[src/logic/riscv_macros.svh]
`ifndef RISCV_MACROS_SVH
`define RISCV_MACROS_SVH

`define DATA_WIDTH 32
`define REG_COUNT 32
`define REG_ADDR_WIDTH 5

`endif
[src/logic/controlPkg.sv]
package controlPkg;

    typedef enum logic [1:0] {
        aluOpAdd    = 2'b00,
        aluOpBranch = 2'b01,
        aluOpFunct  = 2'b10,
        aluOpJump   = 2'b11
    } aluOpT;

    typedef enum logic [3:0] {
        aluAdd  = 4'b0000,
        aluSub  = 4'b0001,
        aluSll  = 4'b0010,
        aluSlt  = 4'b0011,
        aluSltu = 4'b0100,
        aluXor  = 4'b0101,
        aluSrl  = 4'b0110,
        aluSra  = 4'b0111,
        aluOr   = 4'b1000,
        aluAnd  = 4'b1001
    } aluControlT;

    typedef enum logic [2:0] {
        immI, immS, immB, immU, immJ, immJalr,
        immNone = 3'b111
    } immSrcT;

    typedef enum logic [1:0] {
        resAlu, resMem, resPc4, resNone
    } resultSrcT;

    // Access size seen by the byte unit in the memory stage
    typedef enum logic [2:0] {
        buNone, buWord, buHalf, buByte, buHalfU, buByteU
    } modeBUT;

endpackage

[src/logic/isaPkg.sv]
package isaPkg;

    typedef enum logic [6:0] {
        opR      = 7'b0110011,
        opI      = 7'b0010011,
        opLoad   = 7'b0000011,
        opStore  = 7'b0100011,
        opBranch = 7'b1100011,
        opLui    = 7'b0110111,
        opAuipc  = 7'b0010111,
        opJal    = 7'b1101111,
        opJalr   = 7'b1100111
    } opcodeT;

    // Width field of loads and stores
    typedef enum logic [2:0] {
        f3Byte  = 3'b000,
        f3Half  = 3'b001,
        f3Word  = 3'b010,
        f3ByteU = 3'b100,
        f3HalfU = 3'b101
    } loadStoreFunct3T;

endpackage

[src/logic/decodeStage.sv]
`include "riscv_macros.svh"

module decodeStage import controlPkg::*; (
    input logic clk,
    input logic reset,
    input logic [`DATA_WIDTH-1:0] InstrD,
    input logic [`DATA_WIDTH-1:0] PCD,
    input logic FlushE,
    input logic RegWriteW,
    input logic [`REG_ADDR_WIDTH-1:0] RdW,
    input logic [`DATA_WIDTH-1:0] ResultW,
    output logic RegWriteE,
    output resultSrcT ResultSrcE,
    output logic MemWriteE,
    output logic MemReadE,
    output logic JumpE,
    output logic BranchE,
    output aluControlT ALUControlE,
    output logic ALUSrcE,
    output modeBUT modeBUE,
    output logic [`DATA_WIDTH-1:0] RD1E,
    output logic [`DATA_WIDTH-1:0] RD2E,
    output logic [`DATA_WIDTH-1:0] ImmExtE,
    output logic [`DATA_WIDTH-1:0] PCE,
    output logic [`REG_ADDR_WIDTH-1:0] Rs1E,
    output logic [`REG_ADDR_WIDTH-1:0] Rs2E,
    output logic [`REG_ADDR_WIDTH-1:0] RdE
);
    localparam int PayloadWidth = 4 * `DATA_WIDTH + 3 * `REG_ADDR_WIDTH;

    logic [`REG_ADDR_WIDTH-1:0] Rs1D;
    logic [`REG_ADDR_WIDTH-1:0] Rs2D;
    logic [`REG_ADDR_WIDTH-1:0] RdD;
    logic RegWriteD;
    logic MemWriteD;
    logic MemReadD;
    logic JumpD;
    logic BranchD;
    logic ALUSrcD;
    resultSrcT ResultSrcD;
    aluControlT ALUControlD;
    immSrcT ImmSrcD;
    modeBUT modeBUD;
    logic [`DATA_WIDTH-1:0] RD1D;
    logic [`DATA_WIDTH-1:0] RD2D;
    logic [`DATA_WIDTH-1:0] ImmExtD;
    logic [PayloadWidth-1:0] payloadE; // Operands, immediate, PC and register indices

    assign Rs1D = InstrD[19:15];
    assign Rs2D = InstrD[24:20];
    assign RdD = InstrD[11:7];

    controlUnit ctrl (
        .InstrD(InstrD),
        .ResultSrcD(ResultSrcD),
        .MemWriteD(MemWriteD),
        .JumpD(JumpD),
        .BranchD(BranchD),
        .ALUControlD(ALUControlD),
        .ALUSrcD(ALUSrcD),
        .ImmSrcD(ImmSrcD),
        .RegWriteD(RegWriteD),
        .modeBUD(modeBUD),
        .MemReadD(MemReadD)
    );

    immExtend immExt (
        .Instr(InstrD[`DATA_WIDTH-1:7]),
        .ImmSrc(ImmSrcD),
        .ImmExt(ImmExtD)
    );

    regFile regs (
        .clk(clk),
        .reset(reset),
        .A1(Rs1D),
        .A2(Rs2D),
        .A3(RdW),
        .WE3(RegWriteW),
        .WD3(ResultW),
        .RD1(RD1D),
        .RD2(RD2D)
    );

    always_ff @(posedge clk) begin
        if (reset || FlushE) begin // Bubble into execute
            RegWriteE <= 1'b0;
            ResultSrcE <= resAlu;
            MemWriteE <= 1'b0;
            MemReadE <= 1'b0;
            JumpE <= 1'b0;
            BranchE <= 1'b0;
            ALUControlE <= aluAdd;
            ALUSrcE <= 1'b0;
            modeBUE <= buNone;
            payloadE <= '0;
        end else begin
            RegWriteE <= RegWriteD;
            ResultSrcE <= ResultSrcD;
            MemWriteE <= MemWriteD;
            MemReadE <= MemReadD;
            JumpE <= JumpD;
            BranchE <= BranchD;
            ALUControlE <= ALUControlD;
            ALUSrcE <= ALUSrcD;
            modeBUE <= modeBUD;
            payloadE <= {RD1D, RD2D, ImmExtD, PCD, Rs1D, Rs2D, RdD};
        end
    end

    assign {RD1E, RD2E, ImmExtE, PCE, Rs1E, Rs2E, RdE} = payloadE;

endmodule

[src/logic/regFile.sv]
`include "riscv_macros.svh"

module regFile (
    input logic clk,
    input logic reset,
    input logic [`REG_ADDR_WIDTH-1:0] A1,
    input logic [`REG_ADDR_WIDTH-1:0] A2,
    input logic [`REG_ADDR_WIDTH-1:0] A3,
    input logic WE3,
    input logic [`DATA_WIDTH-1:0] WD3,
    output logic [`DATA_WIDTH-1:0] RD1,
    output logic [`DATA_WIDTH-1:0] RD2
);
    logic [`DATA_WIDTH-1:0] regs [1:`REG_COUNT-1]; // x0 has no storage

    function automatic logic [`DATA_WIDTH-1:0] readPort(input logic [`REG_ADDR_WIDTH-1:0] addr);
        if (addr == '0)
            return '0;
        else if (WE3 && A3 == addr)
            return WD3; // Writeback bypass
        else
            return regs[addr];
    endfunction

    always_ff @(posedge clk) begin
        if (reset) begin
            for (int i = 1; i < `REG_COUNT; i++)
                regs[i] <= '0;
        end else if (WE3 && A3 != '0) begin
            regs[A3] <= WD3;
        end
    end

    always_comb begin
        RD1 = readPort(A1);
        RD2 = readPort(A2);
    end

endmodule

[src/logic/immExtend.sv]
`include "riscv_macros.svh"

module immExtend import controlPkg::*; (
    input logic [`DATA_WIDTH-1:7] Instr,
    input immSrcT ImmSrc,
    output logic [`DATA_WIDTH-1:0] ImmExt
);
    logic sign;

    assign sign = Instr[`DATA_WIDTH-1];

    always_comb begin
        case (ImmSrc)
            immI, immJalr: ImmExt = {{(`DATA_WIDTH-12){sign}}, Instr[31:20]};
            immS: ImmExt = {{(`DATA_WIDTH-12){sign}}, Instr[31:25], Instr[11:7]};
            immB: ImmExt = {{(`DATA_WIDTH-12){sign}}, Instr[7], Instr[30:25],
                            Instr[11:8], 1'b0};
            immU: ImmExt = {Instr[31:12], 12'b0};
            immJ: ImmExt = {{(`DATA_WIDTH-20){sign}}, Instr[19:12], Instr[20],
                            Instr[30:21], 1'b0};
            default: ImmExt = '0; // immNone
        endcase
    end

endmodule

[src/logic/controlUnit.sv]
`include "riscv_macros.svh"

module controlUnit import isaPkg::*, controlPkg::*; (
    input logic [`DATA_WIDTH-1:0] InstrD,
    output resultSrcT ResultSrcD,
    output logic MemWriteD,
    output logic JumpD,
    output logic BranchD,
    output aluControlT ALUControlD,
    output logic ALUSrcD,
    output immSrcT ImmSrcD,
    output logic RegWriteD,
    output modeBUT modeBUD,
    output logic MemReadD
);
    opcodeT opcode;
    loadStoreFunct3T memFunct3;
    aluOpT ALUOp;
    logic valid;

    assign opcode = opcodeT'(InstrD[6:0]);
    assign memFunct3 = loadStoreFunct3T'(InstrD[14:12]);

    assign valid = opcode inside {opR, opI, opLoad, opStore, opBranch,
                                  opLui, opAuipc, opJal, opJalr};
    assign MemWriteD = (opcode == opStore);
    assign MemReadD = (opcode == opLoad);
    assign BranchD = (opcode == opBranch);
    assign JumpD = opcode inside {opJal, opJalr};
    assign RegWriteD = valid && !MemWriteD && !BranchD;
    assign ALUSrcD = opcode inside {opI, opLoad, opStore, opLui, opAuipc, opJalr};

    assign ResultSrcD = !valid ? resNone : MemReadD ? resMem : JumpD ? resPc4 : resAlu;
    assign ALUOp = (opcode inside {opR, opI}) ? aluOpFunct :
                   BranchD ? aluOpBranch :
                   (opcode == opJal) ? aluOpJump : aluOpAdd;

    always_comb begin
        case (opcode)
            opI, opLoad: ImmSrcD = immI;
            opStore: ImmSrcD = immS;
            opBranch: ImmSrcD = immB;
            opLui, opAuipc: ImmSrcD = immU;
            opJal: ImmSrcD = immJ;
            opJalr: ImmSrcD = immJalr;
            default: ImmSrcD = immNone; // R type and invalid
        endcase
    end

    always_comb begin
        modeBUD = buNone;
        if (MemReadD || MemWriteD) begin
            case (memFunct3)
                f3Byte: modeBUD = buByte;
                f3Half: modeBUD = buHalf;
                f3Word: modeBUD = buWord;
                f3ByteU: modeBUD = MemReadD ? buByteU : buNone; // No unsigned stores
                f3HalfU: modeBUD = MemReadD ? buHalfU : buNone;
                default: modeBUD = buNone;
            endcase
        end
    end

    ALUDecoder aluDecoder (
        .ALUOp(ALUOp),
        .op5(InstrD[5]),
        .funct3(InstrD[14:12]),
        .funct7(InstrD[30]),
        .ALUControl(ALUControlD)
    );

endmodule

[src/logic/ALUDecoder.sv]
module ALUDecoder import controlPkg::*; (
    input aluOpT ALUOp,
    input logic op5,
    input logic [2:0] funct3,
    input logic funct7,
    output aluControlT ALUControl
);

    always_comb begin
        case (ALUOp)
            aluOpBranch: begin
                case (funct3)
                    3'b100, 3'b101: ALUControl = aluSlt; // blt, bge
                    3'b110, 3'b111: ALUControl = aluSltu; // bltu, bgeu
                    default: ALUControl = aluSub; // beq, bne
                endcase
            end
            aluOpFunct: begin
                case (funct3)
                    3'b000: ALUControl = (op5 && funct7) ? aluSub : aluAdd; // addi never subtracts
                    3'b001: ALUControl = aluSll;
                    3'b010: ALUControl = aluSlt;
                    3'b011: ALUControl = aluSltu;
                    3'b100: ALUControl = aluXor;
                    3'b101: ALUControl = funct7 ? aluSra : aluSrl;
                    3'b110: ALUControl = aluOr;
                    default: ALUControl = aluAnd;
                endcase
            end
            default: ALUControl = aluAdd; // Address and link arithmetic
        endcase
    end

endmodule

[config.mk]
export PLATFORM = sky130hd
export DESIGN_NAME = decodeStage
export DESIGN_NICKNAME = d
export VERILOG_FILES = /design/src/logic/controlPkg.sv /design/src/logic/isaPkg.sv /design/src/logic/decodeStage.sv /design/src/logic/regFile.sv /design/src/logic/immExtend.sv /design/src/logic/controlUnit.sv /design/src/logic/ALUDecoder.sv
export VERILOG_INCLUDE_DIRS = /design/src /design/src/logic
export SDC_FILE = /design/constraint.sdc
export NUM_CORES = 2
export LEC_CHECK = 0
export BUFFER_PORTS_ARGS = -buffer_cell sky130_fd_sc_hd__buf_2
export CAP_MARGIN = 20
export CORE_ASPECT_RATIO = 1.5
export CORE_MARGIN = 1
export CORE_UTILIZATION = 40
export DETAILED_ROUTE_END_ITERATION = 10
export PLACE_DENSITY_LB_ADDON = 0.08
export SYNTH_ARGS = -nofsm -noshare
export SYNTH_HDL_FRONTEND = slang
export SYNTH_HIERARCHICAL = 1
export SYNTH_SLANG_ARGS = --single-unit
[constraint.sdc]
create_clock -name clk -period 2.1 [get_ports clk]
set_input_delay 0 -clock clk [delete_from_list [all_inputs] [get_ports clk]]
set_output_delay 0 -clock clk [all_outputs]
set_load 0.01 [all_outputs]
=== Yosys cells after proc, flatten, opt, wreduce, memory -nomap -nowiden ===
Memory sizes are Yosys's and may differ from the RTL's. A register that Yosys moved wholly into a read port is not among the register bits.
Index checks and enable logic that the tools add are counted.

* Add/subtract/negate cells: 0
* Multiply operators: 0
* Div/mod/pow operators: 0
* Order comparisons: 0
* Eq/ne operators: 23
* Shifts and indexed selects: 0
* Muxes and demuxes: 24
* Bitwise operators: 1
* Reduce and logical (&&, ||, !) cells: 26

{| class="wikitable"
|+ Operators with widths
! cell !! count
|-
| 32-bit one-hot mux with 5 select lines || 1
|-
| 32-bit two-way mux || 1
|-
| 32-bit OR reduction || 1
|-
| 4-bit one-hot mux with 7 select lines || 1
|-
| 7-bit by 6-bit == test with 1-bit output (second input constant) || 3
|-
| 7-bit == test (second input constant) || 3
|-
| 3-bit == test (second input constant) || 6
|-
| 3-bit one-hot mux with 6 select lines || 1
|-
| 2-bit OR reduction || 8
|-
| 3-bit one-hot mux with 5 select lines || 1
|-
| 7-bit by 5-bit == test with 1-bit output (second input constant) || 2
|-
| 3-bit by 2-bit == test with 1-bit output (second input constant) || 4
|-
| 2-bit two-way mux || 6
|-
| 5-bit logical NOT || 2
|-
| 9-bit nonzero test || 1
|-
| 1-bit two-way mux || 8
|-
| 4-bit one-hot mux with 2 select lines || 1
|-
| 7-bit by 2-bit == test with 1-bit output (second input constant) || 1
|-
| 3-bit by 1-bit == test with 1-bit output (second input constant) || 2
|-
| 3-bit logical NOT || 2
|-
| 3-bit two-way mux || 2
|-
| 3-bit one-hot mux with 2 select lines || 1
|-
| 6-bit nonzero test || 1
|-
| 5-bit two-way mux || 1
|-
| other kinds (8) || 14
|}

* Register bits after elaboration: 94
* Latch bits: 0
* RAM bits: 992
* Bits in read-only memories: 0
* Input port bits: 105
* Output and inout bits: 158
* Logic and storage cells: 85
* Memories: 1

{| class="wikitable"
|+ Memory list
! memory !! words !! bits a word !! rd ports !! clocked after Yosys merged registers in !! wr ports !! RTL line !! source
|-
| regs.regs || 31 || 32 || 2 || 2 || 31 || regFile.sv:14 || <nowiki>logic [`DATA_WIDTH-1:0] regs [1:`REG_COUNT-1];</nowiki>
|}

=== Longest topological paths before layout ===
* Word-level depth: 7
* Depth in mapped cells: 11
* Gate-level depth less buffers: 8

=== Modules after synthesis ===
Netlist, hierarchy kept.

{| class="wikitable"
|+ Modules (own cells, without submodules)
! module !! instances !! cells an instance !! area each (um^2) !! sequential area each (um^2)
|-
| regFile || 1 || 3,801 || 55,055.3 || 30,749.5
|-
| decodeStage || 1 || 352 || 5,313.8 || 3,163.0
|-
| immExtend || 1 || 87 || 563.0 || 0.0
|-
| controlUnit || 1 || 43 || 284.0 || 0.0
|-
| ALUDecoder || 1 || 24 || 165.2 || 0.0
|}

=== Worst setup path before layout ===
No wires, ideal clock.

* Path type: input -> register
* From: in InstrD[3]
* To: reg payloadE[59]
* Library setup time: 0.117 ns
* Arrival time: 1.673 ns
* Setup slack: 0.311 ns
* Cell stages on the path: 11
* Cells stage by stage: buf_6 -> or3_4 -> a21o_2 -> a21o_1 -> buf_6 -> and2_4 -> buf_6 -> buf_12 -> a21oi_2 -> o22ai_1 -> nor3b_2

* Word-level cells in the longest chain between the ends: 6
* Elaborated cells on any way between the ends: 19
* Classes of those cells: eq/ne (13); mux (2); reduce/logical (4)

{| class="wikitable"
|+ RTL lines
! element !! RTL line !! source
|-
| start: declaration || decodeStage.sv:6 || <nowiki>input logic [`DATA_WIDTH-1:0] InstrD,</nowiki>
|-
| 7-bit by 5-bit == test with 1-bit output (tied with other cells) || controlUnit.sv:39 || <nowiki>case (opcode)</nowiki>
|-
| 2-bit OR reduction || controlUnit.sv:39 ||
|-
| 3-bit one-hot mux with 6 select lines * || controlUnit.sv:39 ||
|-
| named net ImmSrcD[1] || decodeStage.sv:42 || <nowiki>immSrcT ImmSrcD;</nowiki>
|-
| 3-bit == test / 3-bit logical NOT (equally long branches) || immExtend.sv:13 || <nowiki>case (ImmSrc)</nowiki>
|-
| 2-bit OR reduction || immExtend.sv:13 ||
|-
| 32-bit one-hot mux with 5 select lines * || immExtend.sv:13 ||
|-
| named net ImmExtD[12] || decodeStage.sv:46 || <nowiki>logic [`DATA_WIDTH-1:0] ImmExtD;</nowiki>
|-
| end signal: assignment || decodeStage.sv:107 || <nowiki>payloadE <= {RD1D, RD2D, ImmExtD, PCD, Rs1D, Rs2D, RdD};</nowiki>
|-
| end: declaration || decodeStage.sv:47 || <nowiki>logic [PayloadWidth-1:0] payloadE;</nowiki>
|}

The timed path passes the listed nets; every way through them passes the cells marked *.
A chain may end at the register's enable or synchronous reset.

=== Worst setup path in the final report ===
* From: in InstrD[15]
* To: reg payloadE[125], read port of regs.regs

* Word-level cells in the longest chain between the ends: 2

{| class="wikitable"
|+ RTL lines
! element !! RTL line !! source
|-
| 5-bit logical NOT || regFile.sv:17 || <nowiki>if (addr == '0)</nowiki>
|-
| 2-bit OR reduction (no source line) || - ||
|}

Parallel ways exist; a longest one is shown, timed or not.

==> impl_metrics.tcl <==
set metrics [dict create \
    layout_common_cells "edfxtp_1 (1024), and2_1 (1001), mux4_2 (375), mux2i_1 (331), buf_2 (252)" \
    post_drt_wl_per_cell_um 37.7 \
    holdCritPathClass "input port to flop" \
    reg2reg_slack_ns 0.11 \
    synth_edf_count 1024 \
    start_util 0.404 \
    crit_end "payloadE[125]" \
    ys_types 70 \
    slowest_stage "dlygate4sd3_1" \
    finalCriticalPeriod_ns 2.04 \
    muxShareOfSynthArea 0.193 \
    fin_area_sq_um 74600 \
    required_ns 2.73 \
    cts_buffers 119 \
    switching_share 0.255 \
    r2r-end "payloadE[121]" \
    setup_viol 0 \
    synth_cells 4307 \
    maxCapViolCount 0 \
    grt_pass1_wl_mm 355 \
    wirelength_mm 264 \
    cp_num_buf_inv 4 \
    antenna_found_initial 39 \
    crit_path_max_fanout 17 \
    p_switching_mw 14.8 \
    slew-limit-headroom 0.343 \
    power.leakage_nw 27.4 \
    status "finished, final reports clean" \
    cp-end-kind "flop" \
    synth-xor-area-share 0.00171 \
    insertion_delay_ns 0.78 \
    grt_usage 0.337 \
    fp.dieArea_sq_um 155000 \
    pwr-share-clk 0.390 \
    pwr-share-seq 0.475 \
    finalNetCount 4961 \
    crit_family "buffers and inverters" \
    irDropWorstVdd_mv 0.649 \
    synth_warnings 6 \
    dp_hpwl_mm 163 \
    core-area_sq_um 152000 \
    yosys_register_bits 1182 \
    maxSlewViolCount 0 \
    min_path_cells 6 \
    setup_total_negative_slack_ns 0 \
    num_rows 175 \
    synthesis.area_sq_um 61400 \
    vias 43000 \
    synth-simple-area-share 0.150 \
    clock.fmax_mhz 490 \
    tightest_slew_ns 0.984 \
    cts_tree "yes" \
    drt-pass1-iter-count 6 \
    path_cells "dlygate4sd3_1 -> buf_12 -> buf_12 -> buf_4 -> mux4_2 -> a211oi_1 -> nand2_1 -> a32o_1 -> nor3b_2" \
    worstPathArrival_ns 2.67 \
    ant_nets 0 \
    dpl_cell_area_sq_um 68700 \
    ff2ff_path_depth 5 \
    r2r-start "regs/regs[10][10]" \
    layout-drive-gt1-share 0.297 \
    synth_area_per_cell_sq_um 14.3 \
    p_per_area_nw_per_um2 775 \
    clkTransAtPathRegs_ns 0.06 \
    num_io_pins 263 \
    cp_num_cells 9 \
    cts_root_buf "clkbuf_16" \
    async_flop_share 0 \
    die_w_um 322 \
    grt_pass1_vias 43400 \
    synth_top_family_by_area "multiplexers" \
    synth_flop_cell "edfxtp_1" \
    via_per_inst 6.14 \
    portBuffers 262 \
    combPwrFrac 0.135 \
    path_common_cell "buf_12" \
    finalCritPeriodShare 0.973 \
    synth_compound_area_frac 0.0623 \
    die_h_um 482 \
    grt.overflow.total 0 \
    crit_start "InstrD[15]" \
    area_growth_pct 21.6 \
    worstSetupStartpointType "input port" \
    intPower_mw 43.1 \
    seq_area_frac_synth 0.552 \
    htree_levels 3 \
    gp_congestion 0.862 \
    synthAdderAreaFrac 0.000408 \
    final_common_cell "edfxtp_1" \
    drtIter0Drc 5008 \
    hold_viol 0 \
    grt_max_degree 77 \
    clock_path_buffers 3 \
    finalClockSkew_ns 0.0376 \
    clkSinkCount 1182 \
    drcViolationCount 0 \
    critPathKind "input port to flop" \
    max_stage_delay_ns 0.59 \
]
[logic make-up after synthesis]
| logic type | after synthesis |
|---|---|
| AO/OA/AOI/OAI | 534 |
| XOR/XNOR | 12 |
| adder cells (fa/ha/maj) | 2 |
| buffers and inverters | 472 |
| flip-flops | 1182 |
| multiplexers | 713 |
| other | 1 |
| AND/OR/NAND/NOR | 1391 |
[stage by stage]
step | setup slack (ns) | total power [mW] | cells | util | hold WS (ns)
floorplan | 0.311 | 31.7 | 4338 | - | 0.0989
global placement | -0.166 | 35.3 | 6585 | 0.452 | 0.207
detailed placement | -0.150 | 35.4 | 6585 | 0.452 | 0.207
CTS | 0.0302 | 58.0 | 6988 | 0.490 | 0.0493
global route | -0.000681 | 59.2 | 6997 | 0.491 | 0.0764
finish | 0.0571 | 57.8 | 7007 | 0.491 | 0.0262
[registers in the layout, summed over array words and instances (netlist names)]
register     cells
ALUControlE      4
ALUSrcE          1
BranchE          1
JumpE            1
MemReadE         1
MemWriteE        1
RegWriteE        1
ResultSrcE       2
modeBUE          3
payloadE       143
regs/regs     1024
[synth_stat cells, types with 38 or more instances]
library cell / instances / share of area
edfxtp_1: 1024 / 0.50
clkbuf_1: 288 / 0.018
mux2i_1: 331 / 0.054
nor2_1: 58 / 0.0035
o221ai_1: 38 / 0.0054
a22oi_1: 107 / 0.013
nor3b_1: 41 / 0.0050
and2_1: 1001 / 0.10
a21oi_1: 87 / 0.0071
o22ai_1: 46 / 0.0047
buf_6: 62 / 0.011
nand2_1: 72 / 0.0044
buf_2: 62 / 0.0051
o21ai_1: 51 / 0.0042
nor3b_2: 120 / 0.024
mux4_2: 375 / 0.14
dfxtp_1: 158 / 0.052
[how the worst min path moves through the flow]
stage               slack, ns         endpoint        from
finish                   0.03     payloadE[62]   InstrD[0]
global route             0.08     payloadE[60]   InstrD[0]
CTS                      0.05   ALUControlE[3]   InstrD[0]
detailed placement       0.21     payloadE[15]       reset
global placement         0.21     payloadE[15]       reset
floorplan                 0.1  regs/regs[0][0]  ResultW[0]
[layout make-up]
type | count | area (sq um)
Clock buffer | 161 | 3410
Fill cell | 13100 | 77300
Clock inverter | 63 | 643
Inverter | 6 | 22.5
Tap cell | 2035 | 2550
Antenna cell | 15 | 37.5
Timing Repair Buffer | 861 | 8590
Sequential cell | 1182 | 33900
Multi-Input combinational cell | 2684 | 25500
[repair_timing]
action,4_1_cts,5_1_grt
endpoints found under the setup margin,0,5
hold buffers,179,0
gates resized for setup,0,7
setup buffers,0,3
hold endpoints to repair,1178,0
[worst register-to-register path: stages, from the launching register on]
cell	delay, ns
edfxtp_1	0.39
mux4_2	0.47
a211oi_1	0.41
nand2_1	0.15
a32o_1	0.28
nor3b_2	0.14
[power groups by stage]
stage,Combinational [mW],Clock [mW],Sequential (mW)
3_5_place_dp,7.44,0,27.9
2_1_floorplan,4.09,0,27.6
4_1_cts,7.71,22.8,27.4
6_report,7.81,22.6,27.5
3_3_place_gp,7.44,0,27.9
5_1_grt,8.05,23.6,27.6
[per-layer routing]
layer  GRT usage  up-vias  part of all wire
met5           0        -           0.00037
met4       0.187       16             0.060
met3      0.0629      710             0.086
met2       0.573     2558              0.49
met1       0.402    22300              0.36
li1            -    17500                 -
Note: power is estimated with default switching activity, not from simulation.
